## config.mk

```make
export PLATFORM = sky130hd
export DESIGN_NAME = tlul_monitor
export DESIGN_NICKNAME = d
export VERILOG_FILES = /design/src/common/tlul_mon_pkg.sv /design/src/rtl/tlul_monitor.sv /design/src/rtl/tlul_viol_count.sv /design/src/rtl/tlul_rsp_check.sv /design/src/rtl/tlul_req_check.sv /design/src/rtl/tlul_pend_table.sv
export SDC_FILE = /design/constraint.sdc
export NUM_CORES = 1
export LEC_CHECK = 0
export ABC_AREA = 1
export BUFFER_PORTS_ARGS = -buffer_cell sky130_fd_sc_hd__buf_2
export CAP_MARGIN = 20
export CORE_MARGIN = 1
export CORE_UTILIZATION = 50
export DETAILED_ROUTE_END_ITERATION = 8
export PLACE_DENSITY = 0.73
export SYNTH_ARGS = -nofsm -noshare
export SYNTH_HDL_FRONTEND = slang
export SYNTH_SLANG_ARGS = --single-unit
export TNS_END_PERCENT = 10
```

## constraint.sdc

```tcl
create_clock -name clk_i -period 4.7 [get_ports clk_i]
set_clock_uncertainty 0.1 [all_clocks]
set_input_delay 0 -clock clk_i [delete_from_list [all_inputs] [get_ports clk_i]]
set_output_delay 0 -clock clk_i [all_outputs]
set_load 0.1 [all_outputs]
```

## src/common/tlul_mon_pkg.sv

```systemverilog
////////////////////
// tl-ul monitor shared definitions
// bus field widths, channel opcodes and the
// bit positions of the request and response flags
////////////////////

`default_nettype none

package tlul_mon_pkg;

  ////////////////////
  // bus field widths
  ////////////////////

  // bytes per bus word, one mask bit per byte
  parameter int TlDbw = 4;
  // a_size / d_size width, log2 of the byte count
  parameter int TlSzw = 2;
  parameter int TlOpW = 3;
  // a_param and d_param are reserved in tl-ul
  parameter int TlParamW = 3;

  ////////////////////
  // opcodes
  ////////////////////

  // a channel, only these three exist in tl-ul
  typedef enum logic [2:0] {
    PutFullData    = 3'h0,
    PutPartialData = 3'h1,
    Get            = 3'h4
  } tl_a_op_e;

  // d channel, data comes back only for a get
  typedef enum logic [2:0] {
    AccessAck     = 3'h0,
    AccessAckData = 3'h1
  } tl_d_op_e;

  ////////////////////
  // flag bit positions
  ////////////////////

  // request flags
  parameter int ReqViolW       = 7;
  parameter int ReqOpcode      = 0;
  parameter int ReqParam       = 1;
  parameter int ReqSizeGteMask = 2;
  parameter int ReqSizeEqMask  = 3;
  parameter int ReqPendDup     = 4;
  parameter int ReqAddrAlign   = 5;
  parameter int ReqContigMask  = 6;

  // response flags
  parameter int RspViolW = 4;
  parameter int RspOpcode = 0;
  parameter int RspParam  = 1;
  parameter int RspSize   = 2;
  parameter int RspNoReq  = 3;

endpackage

`default_nettype wire
```

## src/rtl/tlul_monitor.sv

```systemverilog
////////////////////
// tl-ul protocol monitor
// passive observer of one host-to-device port, reports
// malformed a-channel requests, mismatching d-channel
// responses and a count of violating cycles
////////////////////

`timescale 1ns/1ps
`default_nettype none

module tlul_monitor #(
  parameter int SourceW = 4,
  parameter int AddrW   = 32,
  parameter int CntW    = 16
) (
  input  wire logic                               clk_i,
  input  wire logic                               rst_ni,
  // a channel
  input  wire logic                               a_valid_i,
  input  wire logic                               a_ready_i,
  input  wire logic [tlul_mon_pkg::TlOpW-1:0]     a_opcode_i,
  input  wire logic [tlul_mon_pkg::TlParamW-1:0]  a_param_i,
  input  wire logic [tlul_mon_pkg::TlSzw-1:0]     a_size_i,
  input  wire logic [SourceW-1:0]                 a_source_i,
  input  wire logic [AddrW-1:0]                   a_address_i,
  input  wire logic [tlul_mon_pkg::TlDbw-1:0]     a_mask_i,
  // d channel
  input  wire logic                               d_valid_i,
  input  wire logic                               d_ready_i,
  input  wire logic [tlul_mon_pkg::TlOpW-1:0]     d_opcode_i,
  input  wire logic [tlul_mon_pkg::TlParamW-1:0]  d_param_i,
  input  wire logic [tlul_mon_pkg::TlSzw-1:0]     d_size_i,
  input  wire logic [SourceW-1:0]                 d_source_i,
  // violation reports
  output logic      [tlul_mon_pkg::ReqViolW-1:0]  req_viol_o,
  output logic      [tlul_mon_pkg::RspViolW-1:0]  rsp_viol_o,
  output logic      [CntW-1:0]                    viol_cnt_o
);

  import tlul_mon_pkg::*;

  // table lookups for the current a and d sources
  logic             a_pend;
  logic             d_pend;
  logic             d_pend_is_get;
  logic [TlSzw-1:0] d_pend_size;

  ////////////////////
  // pending requests
  ////////////////////

  tlul_pend_table #(
    .SourceW (SourceW)
  ) u_pend_table (
    .clk_i           (clk_i),
    .rst_ni          (rst_ni),
    .a_valid_i       (a_valid_i),
    .a_ready_i       (a_ready_i),
    .a_opcode_i      (a_opcode_i),
    .a_size_i        (a_size_i),
    .a_source_i      (a_source_i),
    .d_valid_i       (d_valid_i),
    .d_ready_i       (d_ready_i),
    .d_source_i      (d_source_i),
    .a_pend_o        (a_pend),
    .d_pend_o        (d_pend),
    .d_pend_is_get_o (d_pend_is_get),
    .d_pend_size_o   (d_pend_size)
  );

  ////////////////////
  // channel checkers
  ////////////////////

  tlul_req_check #(
    .SourceW (SourceW),
    .AddrW   (AddrW)
  ) u_req_check (
    .clk_i       (clk_i),
    .rst_ni      (rst_ni),
    .a_valid_i   (a_valid_i),
    .a_opcode_i  (a_opcode_i),
    .a_param_i   (a_param_i),
    .a_size_i    (a_size_i),
    .a_address_i (a_address_i),
    .a_mask_i    (a_mask_i),
    .a_pend_i    (a_pend),
    .req_viol_o  (req_viol_o)
  );

  tlul_rsp_check #(
    .SourceW (SourceW)
  ) u_rsp_check (
    .clk_i           (clk_i),
    .rst_ni          (rst_ni),
    .d_valid_i       (d_valid_i),
    .d_opcode_i      (d_opcode_i),
    .d_param_i       (d_param_i),
    .d_size_i        (d_size_i),
    .d_pend_i        (d_pend),
    .d_pend_is_get_i (d_pend_is_get),
    .d_pend_size_i   (d_pend_size),
    .rsp_viol_o      (rsp_viol_o)
  );

  // counts cycles with any registered flag set
  tlul_viol_count #(
    .CntW (CntW)
  ) u_viol_count (
    .clk_i      (clk_i),
    .rst_ni     (rst_ni),
    .req_viol_i (req_viol_o),
    .rsp_viol_i (rsp_viol_o),
    .viol_cnt_o (viol_cnt_o)
  );

endmodule

`default_nettype wire

```

## src/rtl/tlul_viol_count.sv

```systemverilog
////////////////////
// violation cycle counter
// saturating count of cycles with any flag set
////////////////////

`timescale 1ns/1ps
`default_nettype none

module tlul_viol_count #(
  parameter int CntW = 16
) (
  input  wire logic                              clk_i,
  input  wire logic                              rst_ni,
  input  wire logic [tlul_mon_pkg::ReqViolW-1:0] req_viol_i,
  input  wire logic [tlul_mon_pkg::RspViolW-1:0] rsp_viol_i,
  output logic      [CntW-1:0]                   viol_cnt_o
);

  // one count per cycle, however many bits are set
  logic hit;
  logic cnt_max;

  assign hit     = (|req_viol_i) | (|rsp_viol_i);
  assign cnt_max = &viol_cnt_o;

  // holds at all ones once reached
  always_ff @(posedge clk_i or negedge rst_ni) begin
    if (!rst_ni) begin
      viol_cnt_o <= '0;
    end else if (hit && !cnt_max) begin
      viol_cnt_o <= viol_cnt_o + CntW'(1);
    end
  end

endmodule

`default_nettype wire

```

## src/rtl/tlul_rsp_check.sv

```systemverilog
////////////////////
// tl-ul d-channel checker
// compares each valid response with the pending
// entry of its source, flags one cycle later
////////////////////

`timescale 1ns/1ps
`default_nettype none

module tlul_rsp_check #(
  parameter int SourceW = 4
) (
  input  wire logic                              clk_i,
  input  wire logic                              rst_ni,
  input  wire logic                              d_valid_i,
  input  wire logic [tlul_mon_pkg::TlOpW-1:0]    d_opcode_i,
  input  wire logic [tlul_mon_pkg::TlParamW-1:0] d_param_i,
  input  wire logic [tlul_mon_pkg::TlSzw-1:0]    d_size_i,
  input  wire logic                              d_pend_i,
  input  wire logic                              d_pend_is_get_i,
  input  wire logic [tlul_mon_pkg::TlSzw-1:0]    d_pend_size_i,
  output logic      [tlul_mon_pkg::RspViolW-1:0] rsp_viol_o
);

  import tlul_mon_pkg::*;

  tl_d_op_e            exp_op;
  logic [RspViolW-1:0] rsp_viol_d;

  // get returns data, puts only acknowledge
  assign exp_op = d_pend_is_get_i ? AccessAckData : AccessAck;

  always_comb begin
    rsp_viol_d = '0;
    if (d_valid_i) begin
      rsp_viol_d[RspOpcode] = (d_opcode_i != exp_op);
      rsp_viol_d[RspParam]  = |d_param_i;
      rsp_viol_d[RspSize]   = (d_size_i != d_pend_size_i);
      // response to a source with nothing outstanding
      rsp_viol_d[RspNoReq]  = !d_pend_i;
    end
  end

  always_ff @(posedge clk_i or negedge rst_ni) begin
    if (!rst_ni) begin
      rsp_viol_o <= '0;
    end else begin
      rsp_viol_o <= rsp_viol_d;
    end
  end

endmodule

`default_nettype wire

```

## src/rtl/tlul_req_check.sv

```systemverilog
////////////////////
// tl-ul a-channel checker
// flags malformed requests in every valid cycle,
// one cycle after the beat
////////////////////

`timescale 1ns/1ps
`default_nettype none

module tlul_req_check #(
  parameter int SourceW = 4,
  parameter int AddrW   = 32
) (
  input  wire logic                              clk_i,
  input  wire logic                              rst_ni,
  input  wire logic                              a_valid_i,
  input  wire logic [tlul_mon_pkg::TlOpW-1:0]    a_opcode_i,
  input  wire logic [tlul_mon_pkg::TlParamW-1:0] a_param_i,
  input  wire logic [tlul_mon_pkg::TlSzw-1:0]    a_size_i,
  input  wire logic [AddrW-1:0]                  a_address_i,
  input  wire logic [tlul_mon_pkg::TlDbw-1:0]    a_mask_i,
  input  wire logic                              a_pend_i,
  output logic      [tlul_mon_pkg::ReqViolW-1:0] req_viol_o
);

  import tlul_mon_pkg::*;

  // wide enough for 2**size at the largest size code
  localparam int SizeBytesW = 2 ** TlSzw;

  logic [SizeBytesW-1:0] size_bytes;
  logic [SizeBytesW-1:0] size_lsbs;
  logic [AddrW-1:0]      addr_lsbs;
  logic [SizeBytesW-1:0] mask_ones;
  logic [TlDbw-1:0]      mask_edges;
  logic [SizeBytesW-1:0] edge_cnt;
  logic                  legal_op;
  logic [ReqViolW-1:0]   req_viol_d;

  ////////////////////
  // datapath helpers
  ////////////////////

  // byte count of the transfer and the address bits it covers
  assign size_bytes = SizeBytesW'(1) << a_size_i;
  assign size_lsbs  = size_bytes - SizeBytesW'(1);
  assign addr_lsbs  = AddrW'(size_lsbs);

  assign mask_ones = SizeBytesW'($countones(a_mask_i));

  // 0/1 transitions with a zero shifted in at the bottom,
  // a contiguous run of ones has at most two
  assign mask_edges = a_mask_i ^ {a_mask_i[TlDbw-2:0], 1'b0};
  assign edge_cnt   = SizeBytesW'($countones(mask_edges));

  assign legal_op = (a_opcode_i == PutFullData) ||
                    (a_opcode_i == PutPartialData) ||
                    (a_opcode_i == Get);

  ////////////////////
  // rule evaluation
  ////////////////////

  always_comb begin
    req_viol_d = '0;
    // every presented beat is checked, accepted or not
    if (a_valid_i) begin
      req_viol_d[ReqOpcode]      = !legal_op;
      req_viol_d[ReqParam]       = |a_param_i;
      // partial put and get may cover fewer lanes than their size
      req_viol_d[ReqSizeGteMask] = (a_opcode_i != PutFullData) && (size_bytes < mask_ones);
      // full put must enable exactly 2**size lanes
      req_viol_d[ReqSizeEqMask]  = (a_opcode_i == PutFullData) && (size_bytes != mask_ones);
      req_viol_d[ReqPendDup]     = a_pend_i;
      req_viol_d[ReqAddrAlign]   = |(a_address_i & addr_lsbs);
      req_viol_d[ReqContigMask]  = (a_opcode_i != PutPartialData) &&
                                   (edge_cnt > SizeBytesW'(2));
    end
  end

  // flags for the previous cycle
  always_ff @(posedge clk_i or negedge rst_ni) begin
    if (!rst_ni) begin
      req_viol_o <= '0;
    end else begin
      req_viol_o <= req_viol_d;
    end
  end

endmodule

`default_nettype wire

```

## src/rtl/tlul_pend_table.sv

```systemverilog
////////////////////
// tl-ul pending request table
// one entry per source id, set by accepted requests,
// cleared by accepted responses
////////////////////

`timescale 1ns/1ps
`default_nettype none

module tlul_pend_table #(
  parameter int SourceW = 4
) (
  input  wire logic                           clk_i,
  input  wire logic                           rst_ni,
  input  wire logic                           a_valid_i,
  input  wire logic                           a_ready_i,
  input  wire logic [tlul_mon_pkg::TlOpW-1:0] a_opcode_i,
  input  wire logic [tlul_mon_pkg::TlSzw-1:0] a_size_i,
  input  wire logic [SourceW-1:0]             a_source_i,
  input  wire logic                           d_valid_i,
  input  wire logic                           d_ready_i,
  input  wire logic [SourceW-1:0]             d_source_i,
  output logic                                a_pend_o,
  output logic                                d_pend_o,
  output logic                                d_pend_is_get_o,
  output logic      [tlul_mon_pkg::TlSzw-1:0] d_pend_size_o
);

  import tlul_mon_pkg::*;

  localparam int Entries = 2 ** SourceW;

  // per-entry fields
  // pend   - at most one request outstanding per source
  // is_get - get needs AccessAckData, puts need AccessAck
  // size   - d_size must echo a_size
  logic [Entries-1:0]            pend_q;
  logic [Entries-1:0]            is_get_q;
  logic [Entries-1:0][TlSzw-1:0] size_q;

  // beats that actually complete their handshake
  logic a_acc;
  logic d_acc;

  assign a_acc = a_valid_i & a_ready_i;
  assign d_acc = d_valid_i & d_ready_i;

  always_ff @(posedge clk_i or negedge rst_ni) begin
    if (!rst_ni) begin
      pend_q   <= '0;
      is_get_q <= '0;
      size_q   <= '0;
    end else begin
      if (a_acc) begin
        pend_q[a_source_i]   <= 1'b1;
        is_get_q[a_source_i] <= (a_opcode_i == Get);
        size_q[a_source_i]   <= a_size_i;
      end
      // placed after the set so that a same-source
      // request and response leave the entry idle
      if (d_acc) begin
        pend_q[d_source_i] <= 1'b0;
      end
    end
  end

  // lookups see the state from before this edge
  assign a_pend_o        = pend_q[a_source_i];
  assign d_pend_o        = pend_q[d_source_i];
  assign d_pend_is_get_o = is_get_q[d_source_i];
  assign d_pend_size_o   = size_q[d_source_i];

endmodule

`default_nettype wire

```

### Word level (Yosys, flattened, before mapping)

Cells that the tools add are included.
W data, S select, Z words.

| storage, ports and cells | value |
|---|---|
| register bits | 91 |
| output and inout bits | 27 |
| input port bits | 66 |
| word-level logic and storage cells | 90 |

| operators by class | value |
|---|---|
| $add $sub $neg | 8 |
| multiplexer cells | 21 |
| eq/ne operators | 6 |
| shifts and indexed selects | 1 |
| bitwise logic cells | 8 |
| order comparisons | 6 |
| reductions and logical operators | 19 |

Operators with widths:

| kind | number |
|---|---|
| $and A32 B4 Y32 | 1 |
| $bwmux W32 | 1 |
| $mux W16 | 2 |
| $reduce_or A32 Y1 | 1 |
| $add A16 B1 Y16 const B | 1 |
| $and A16 B16 Y16 | 1 |
| $bwmux W16 | 1 |
| $not A16 Y16 | 1 |
| $or A16 B16 Y16 | 1 |
| $reduce_and A16 Y1 | 1 |
| $bmux W1 S4 | 3 |
| $lt A4 B5 Y1 const B | 2 |
| $add A1 B1 Y2 | 4 |
| $add A4 B4 Y4 | 2 |
| $bmux W2 S4 | 1 |
| $demux W1 S4 | 2 |
| $demux W2 S4 | 1 |
| $ge A4 B1 Y1 const B | 2 |
| $mux W7 | 1 |
| $reduce_or A7 Y1 | 1 |
| $logic_and A1 B1 Y1 | 6 |
| $mux W1 | 6 |
| $reduce_or A3 Y1 | 2 |
| $gt A4 B2 Y1 const B | 1 |
| 19 further kinds | 24 |

### Logic depth before layout (Yosys ltp)

| logic depth | value |
|---|---|
| word-level depth | 8 |
| mapped depth | 13 |
| depth with buffers taken out | 12 |

### Cells and area by module

From an unflattened synthesis, not the netlist that was laid out.

| second synthesis, totals | value |
|---|---|
| cell total of the unflattened synthesis | 763 |
| area total of the unflattened synthesis | 5241.3 um^2 |

By module, submodules not included:

| module | cells each | area an instance (um^2) | seq. area each (um^2) | times used |
|---|---|---|---|---|
| tlul_pend_table | 495 | 3389.5 | 1601.5 | 1 |
| tlul_viol_count | 160 | 1074.8 | 400.4 | 1 |
| tlul_req_check | 81 | 583.1 | 175.2 | 1 |
| tlul_rsp_check | 27 | 193.9 | 100.1 | 1 |

### Least setup slack after synthesis

OpenSTA, ideal clock, no wires.

| path | value |
|---|---|
| path kind | flip-flop to flip-flop |
| from | register u_viol_count.viol_cnt_o[0] |
| to | register u_viol_count.viol_cnt_o[4] |
| period minus slack after synthesis | 2462 ps |
| setup time | 163 ps |
| slack | 2238 ps |
| cell stages (with the launch flop) | 11 |
| arrival | 2200 ps |
| data required time | 4437 ps |
| buffers on the path | 1 |
| path through | dfrtp_1 ha_1 nand2_1 nor2_1 inv_1 nor2_2 nand4_1 nand2_1 buf_4 nor2_1 xor2_1 |

| between the ends | value |
|---|---|
| longest elaborated chain between the ends | 3 |
| elaborated cells on any way between the ends | 4 |
| classes of those cells | add/sub: 1; reduce/logical: 3 |

Ends and longest elaborated chain:

| element | line | text |
|---|---|---|
| from (decl) | tlul_viol_count.sv:16 | `output logic [CntW-1:0] viol_cnt_o` |
| from (signal assigned) | tlul_viol_count.sv:31 | `viol_cnt_o <= viol_cnt_o + CntW'(1);` |
| parallel branches: the longest is 3 deep, another holds $add A16 B1 Y16 | -- |  |

Several ways; the timed one is not identified.
A chain may end at the register's enable or synchronous reset.

### Worst setup path in the final report

| path | value |
|---|---|
| from | input port d_source_i[0] |
| to | register u_rsp_check.rsp_viol_o[0] (netlist bit) |

| between the ends | value |
|---|---|
| longest elaborated chain between the ends | 5 |

Ends and longest elaborated chain:

| element | line | text |
|---|---|---|
| from (decl) | tlul_monitor.sv:33 | `input wire logic [SourceW-1:0] d_source_i,` |
| $bmux W1 S4 | tlul_pend_table.sv:70 | `assign d_pend_is_get_o = is_get_q[d_source_i];` |
| $mux W1 (not written as such) | tlul_pend_table.sv:70 |  |
| $mux W1 | tlul_rsp_check.sv:31 | `assign exp_op = d_pend_is_get_i ? AccessAckData : AccessAck;` |
| $ne A3 B3 Y1 | tlul_rsp_check.sv:36 | `rsp_viol_d[RspOpcode] = (d_opcode_i != exp_op);` |
| $mux W4 | tlul_rsp_check.sv:35 | `if (d_valid_i) begin` |
| via u_rsp_check.rsp_viol_d[0] | tlul_rsp_check.sv:28 | `logic [RspViolW-1:0] rsp_viol_d;` |
| to (signal assigned) | tlul_rsp_check.sv:48 | `rsp_viol_o <= rsp_viol_d;` |
| to (decl) | tlul_rsp_check.sv:22 | `output logic [tlul_mon_pkg::RspViolW-1:0] rsp_viol_o` |

The timed path passes the listed nets, and every way through them passes these cells. The select of a mux whose other input is x is not followed.

==> results.yml <==
cells_and_area:
  drive_gt1_frac: 0.121
  n_antenna_cell: 0
  fin_nets: 761
  area_growth_pct: 16.6
  final_util: 0.598
floorplan:
  die_height_um: 98.9
  dieArea_um2: 9790
  core_area_um2: 9150
  initial_utilization: 0.513
  num_rows: 35
  num_io_pins: 93
  die_x_um: 98.9
route:
  vias: 4268
  drtPass1Iterations: 5
  wirelength_mm: 11.8
  detail_route.wirelength.met1_mm: 5.18
  drt_iter0_markers: 259
  met3_wirelength_um: 562
  top_layer_used: "met4"
  wl_per_cell_um: 14.7
  detail-route-antenna-nets: 0
  wl_met2_mm: 5.68
  viasPerCell: 5.34
  post-route-drc-count: 0
worst_setup_path:
  worstPathArrival_ps: 2480
  cpPeakStageDelay_ps: 550
  crit_chain: "buf_2 > inv_2 > nor2_2 > nand2_1 > nand3_1 > nand2_1 > nand2_1 > nor2_1 > nand2_1 > nand3_1 > nand2_1 > dlygate4sd3_1 > inv_1"
  path_max_fanout: 23
  cp-start-kind: "input pin"
  critPathKind: "in2reg"
  endpoint_kind: "register"
  critPathRequiredTime_ps: 4850
  crit_top_cell: "nand2_1"
  slowest_stage: "dlygate4sd3_1"
logic_synthesis:
  synth-xor-area-share: 0.0298
  synth_mux_area_frac: 0
  synth.most_common_cell: "nand2_1"
  synth_top_area_cell: "dfrtp_1"
  synthSimpleGateAreaFrac: 0.260
  synth_top_family_by_area: "simple AND/OR/NAND/NOR gates"
  synth_flop_cell: "dfrtp_1"
  ys_warn_count: 0
  synth.avg_cell_area_um2: 7.82
  synth-compound-area-share: 0.122
  netlist.area_leader.share: 0.485
  synth.distinct_cells: 29
  synth-adder-area-share: 0.0352
  synth_edf_count: 0
  seq_area_frac_synth: 0.485
  synth_seq_cells: 91
  synth_area_leaders: "dfrtp_1, nand2_1, o21ai_0"
  syn_inst: 601
  async_flop_share: 1.00
  syn_area_um2: 4700
  syn_nets: 679
  yosys-top-cells-count: "nand2_1, dfrtp_1, inv_1"
global_route:
  antenna_found_initial: 0
  grt.total_usage: 0.258
  grt_max_degree: 92
  grt_pass1_wl_mm: 20.0
  grt_pass1_vias: 4323
  grt_overflow_total: 0
timing:
  maxSlewHeadroom: 0.416
  rsz0062_at_grt: "false"
  fmax_ghz: 0.428
  fin_setup_tns_ps: 0
  period_needed_ps: 2340
  maxSlewViolCount: 0
  whs_ps: 17.7
  setup_ws_ps: 2360
  finalHoldViolCount: 0
  period_share: 0.497
  setup_viol: 0
  worstMarginPinSlew_ps: 873
worst_hold_path:
  hold_class: "in2reg"
clocking:
  ctsResizeCount: 0
  clk_latency_ps: 350
  clock_sinks: 91
  post-cts-setup-buffers: 0
  cts_root_buf: "clkbuf_8"
  cts_tree: "built"
  cts_buffer_depth: 2
  numCtsBuffers: 9
  cts_hold_buf: 21
  htreeDepth: 3
  path_clk_slew_ps: 100
power:
  p_per_area_nw_per_um2: 411
  p_leak_uw: 0.00286
  total_power_uw: 2250
  peakVddDrop_v: 0.000253
flow_run:
  max_cap_viol_count: 0
place:
  port_buffers: 63
  dp_hpwl_mm: 8.05
  dp_slack_ps: 2540
  gp_congestion: 0.944
status:
  status: "complete, no violations"
-- layout by cell type (no fill, tap or decap), types with 3 or more instances in the layout --
cell	Yosys	layout
nand4_1	3	3
nand2_1	231	231
inv_1	61	61
a32oi_1	9	9
nor2_1	48	48
o21ai_1	3	3
a22oi_1	10	10
clkbuf_8	0	9
ha_1	10	10
buf_2	5	62
dfrtp_1	91	91
dlygate4sd3_1	0	21
xnor2_1	7	7
o21ai_0	53	53
xor2_1	9	9
nor4_1	4	4
a31oi_1	3	3
nand3_1	13	13
o221ai_1	6	6
nor3_1	9	9
nor2_2	3	3
a21oi_1	4	4
-- worst max-delay path, delay by kind of cell --
kind / cells / cell delay, ps
and+or+nand+nor: 9 / 1210
buffers and inverters: 4 / 1250
-- final timing paths --
check	startpoint	end	slack, ps	depth (start not counted)
max	d_source_i[0]	u_rsp_check.rsp_viol_o[0]$_DFF_PN0_	2360	13
min in group asynchronous	rst_ni	u_pend_table.pend_q[0]$_DFF_PN0_	80	2
min reg2reg	u_pend_table.size_q[17]$_DFFE_PN0P_	u_pend_table.size_q[17]$_DFFE_PN0P_	390	2
max reg2reg	u_viol_count.viol_cnt_o[0]$_DFFE_PN0P_	u_viol_count.viol_cnt_o[5]$_DFFE_PN0P_	2640	10
max in group asynchronous	rst_ni	u_pend_table.is_get_q[5]$_DFFE_PN0P_	3770	3
min	d_ready_i	u_pend_table.pend_q[14]$_DFF_PN0_	20	4
-- power breakdown --
group / total, uW / switching (uW) / internal [uW] / leakage [uW]
clock network: 474 / 279 / 195 / 0.0000799
registers: 1010 / 95.5 / 918 / 0.00116
logic: 760 / 566 / 194 / 0.00162
-- cell families (layout without fill, tap and decap cells) --
kind of cell | Yosys count | in the layout
simple gates | 311 | 311
compound gates | 94 | 94
flops | 91 | 91
buf+inv | 77 | 164
xor+xnor | 16 | 16
fa+ha+maj | 12 | 12
-- layer usage --
layer	vias up	track usage
li1	2091	-
met1	2001	0.336
met2	144	0.429
met3	32	0.0433
met4	0	0.104
met5	-	0
-- area by class of cell --
class	count	area, um^2
repair buffers	85	556
flip-flops and latches	91	2280
multi-input cells	433	2100
inverters	63	236
clock inverters	5	37.5
fillers	852	3680
well taps	111	139
clock buffers	11	131
-- sequential cells by signal, summed over array words and instances (netlist names) --
register                 flops
u_pend_table.pend_q         16
u_rsp_check.rsp_viol_o       4
u_pend_table.size_q         32
u_req_check.req_viol_o       7
u_viol_count.viol_cnt_o     16
u_pend_table.is_get_q       16
-- stage by stage --
stage                     instances  instance area, um^2
final                           799                 5480
after global routing            799                 5480
after CTS                       798                 5450
after detailed placement        761                 5070
after global placement          761                 5070
after floorplan                 601                 4700
Power figures use the tool's default switching activity.
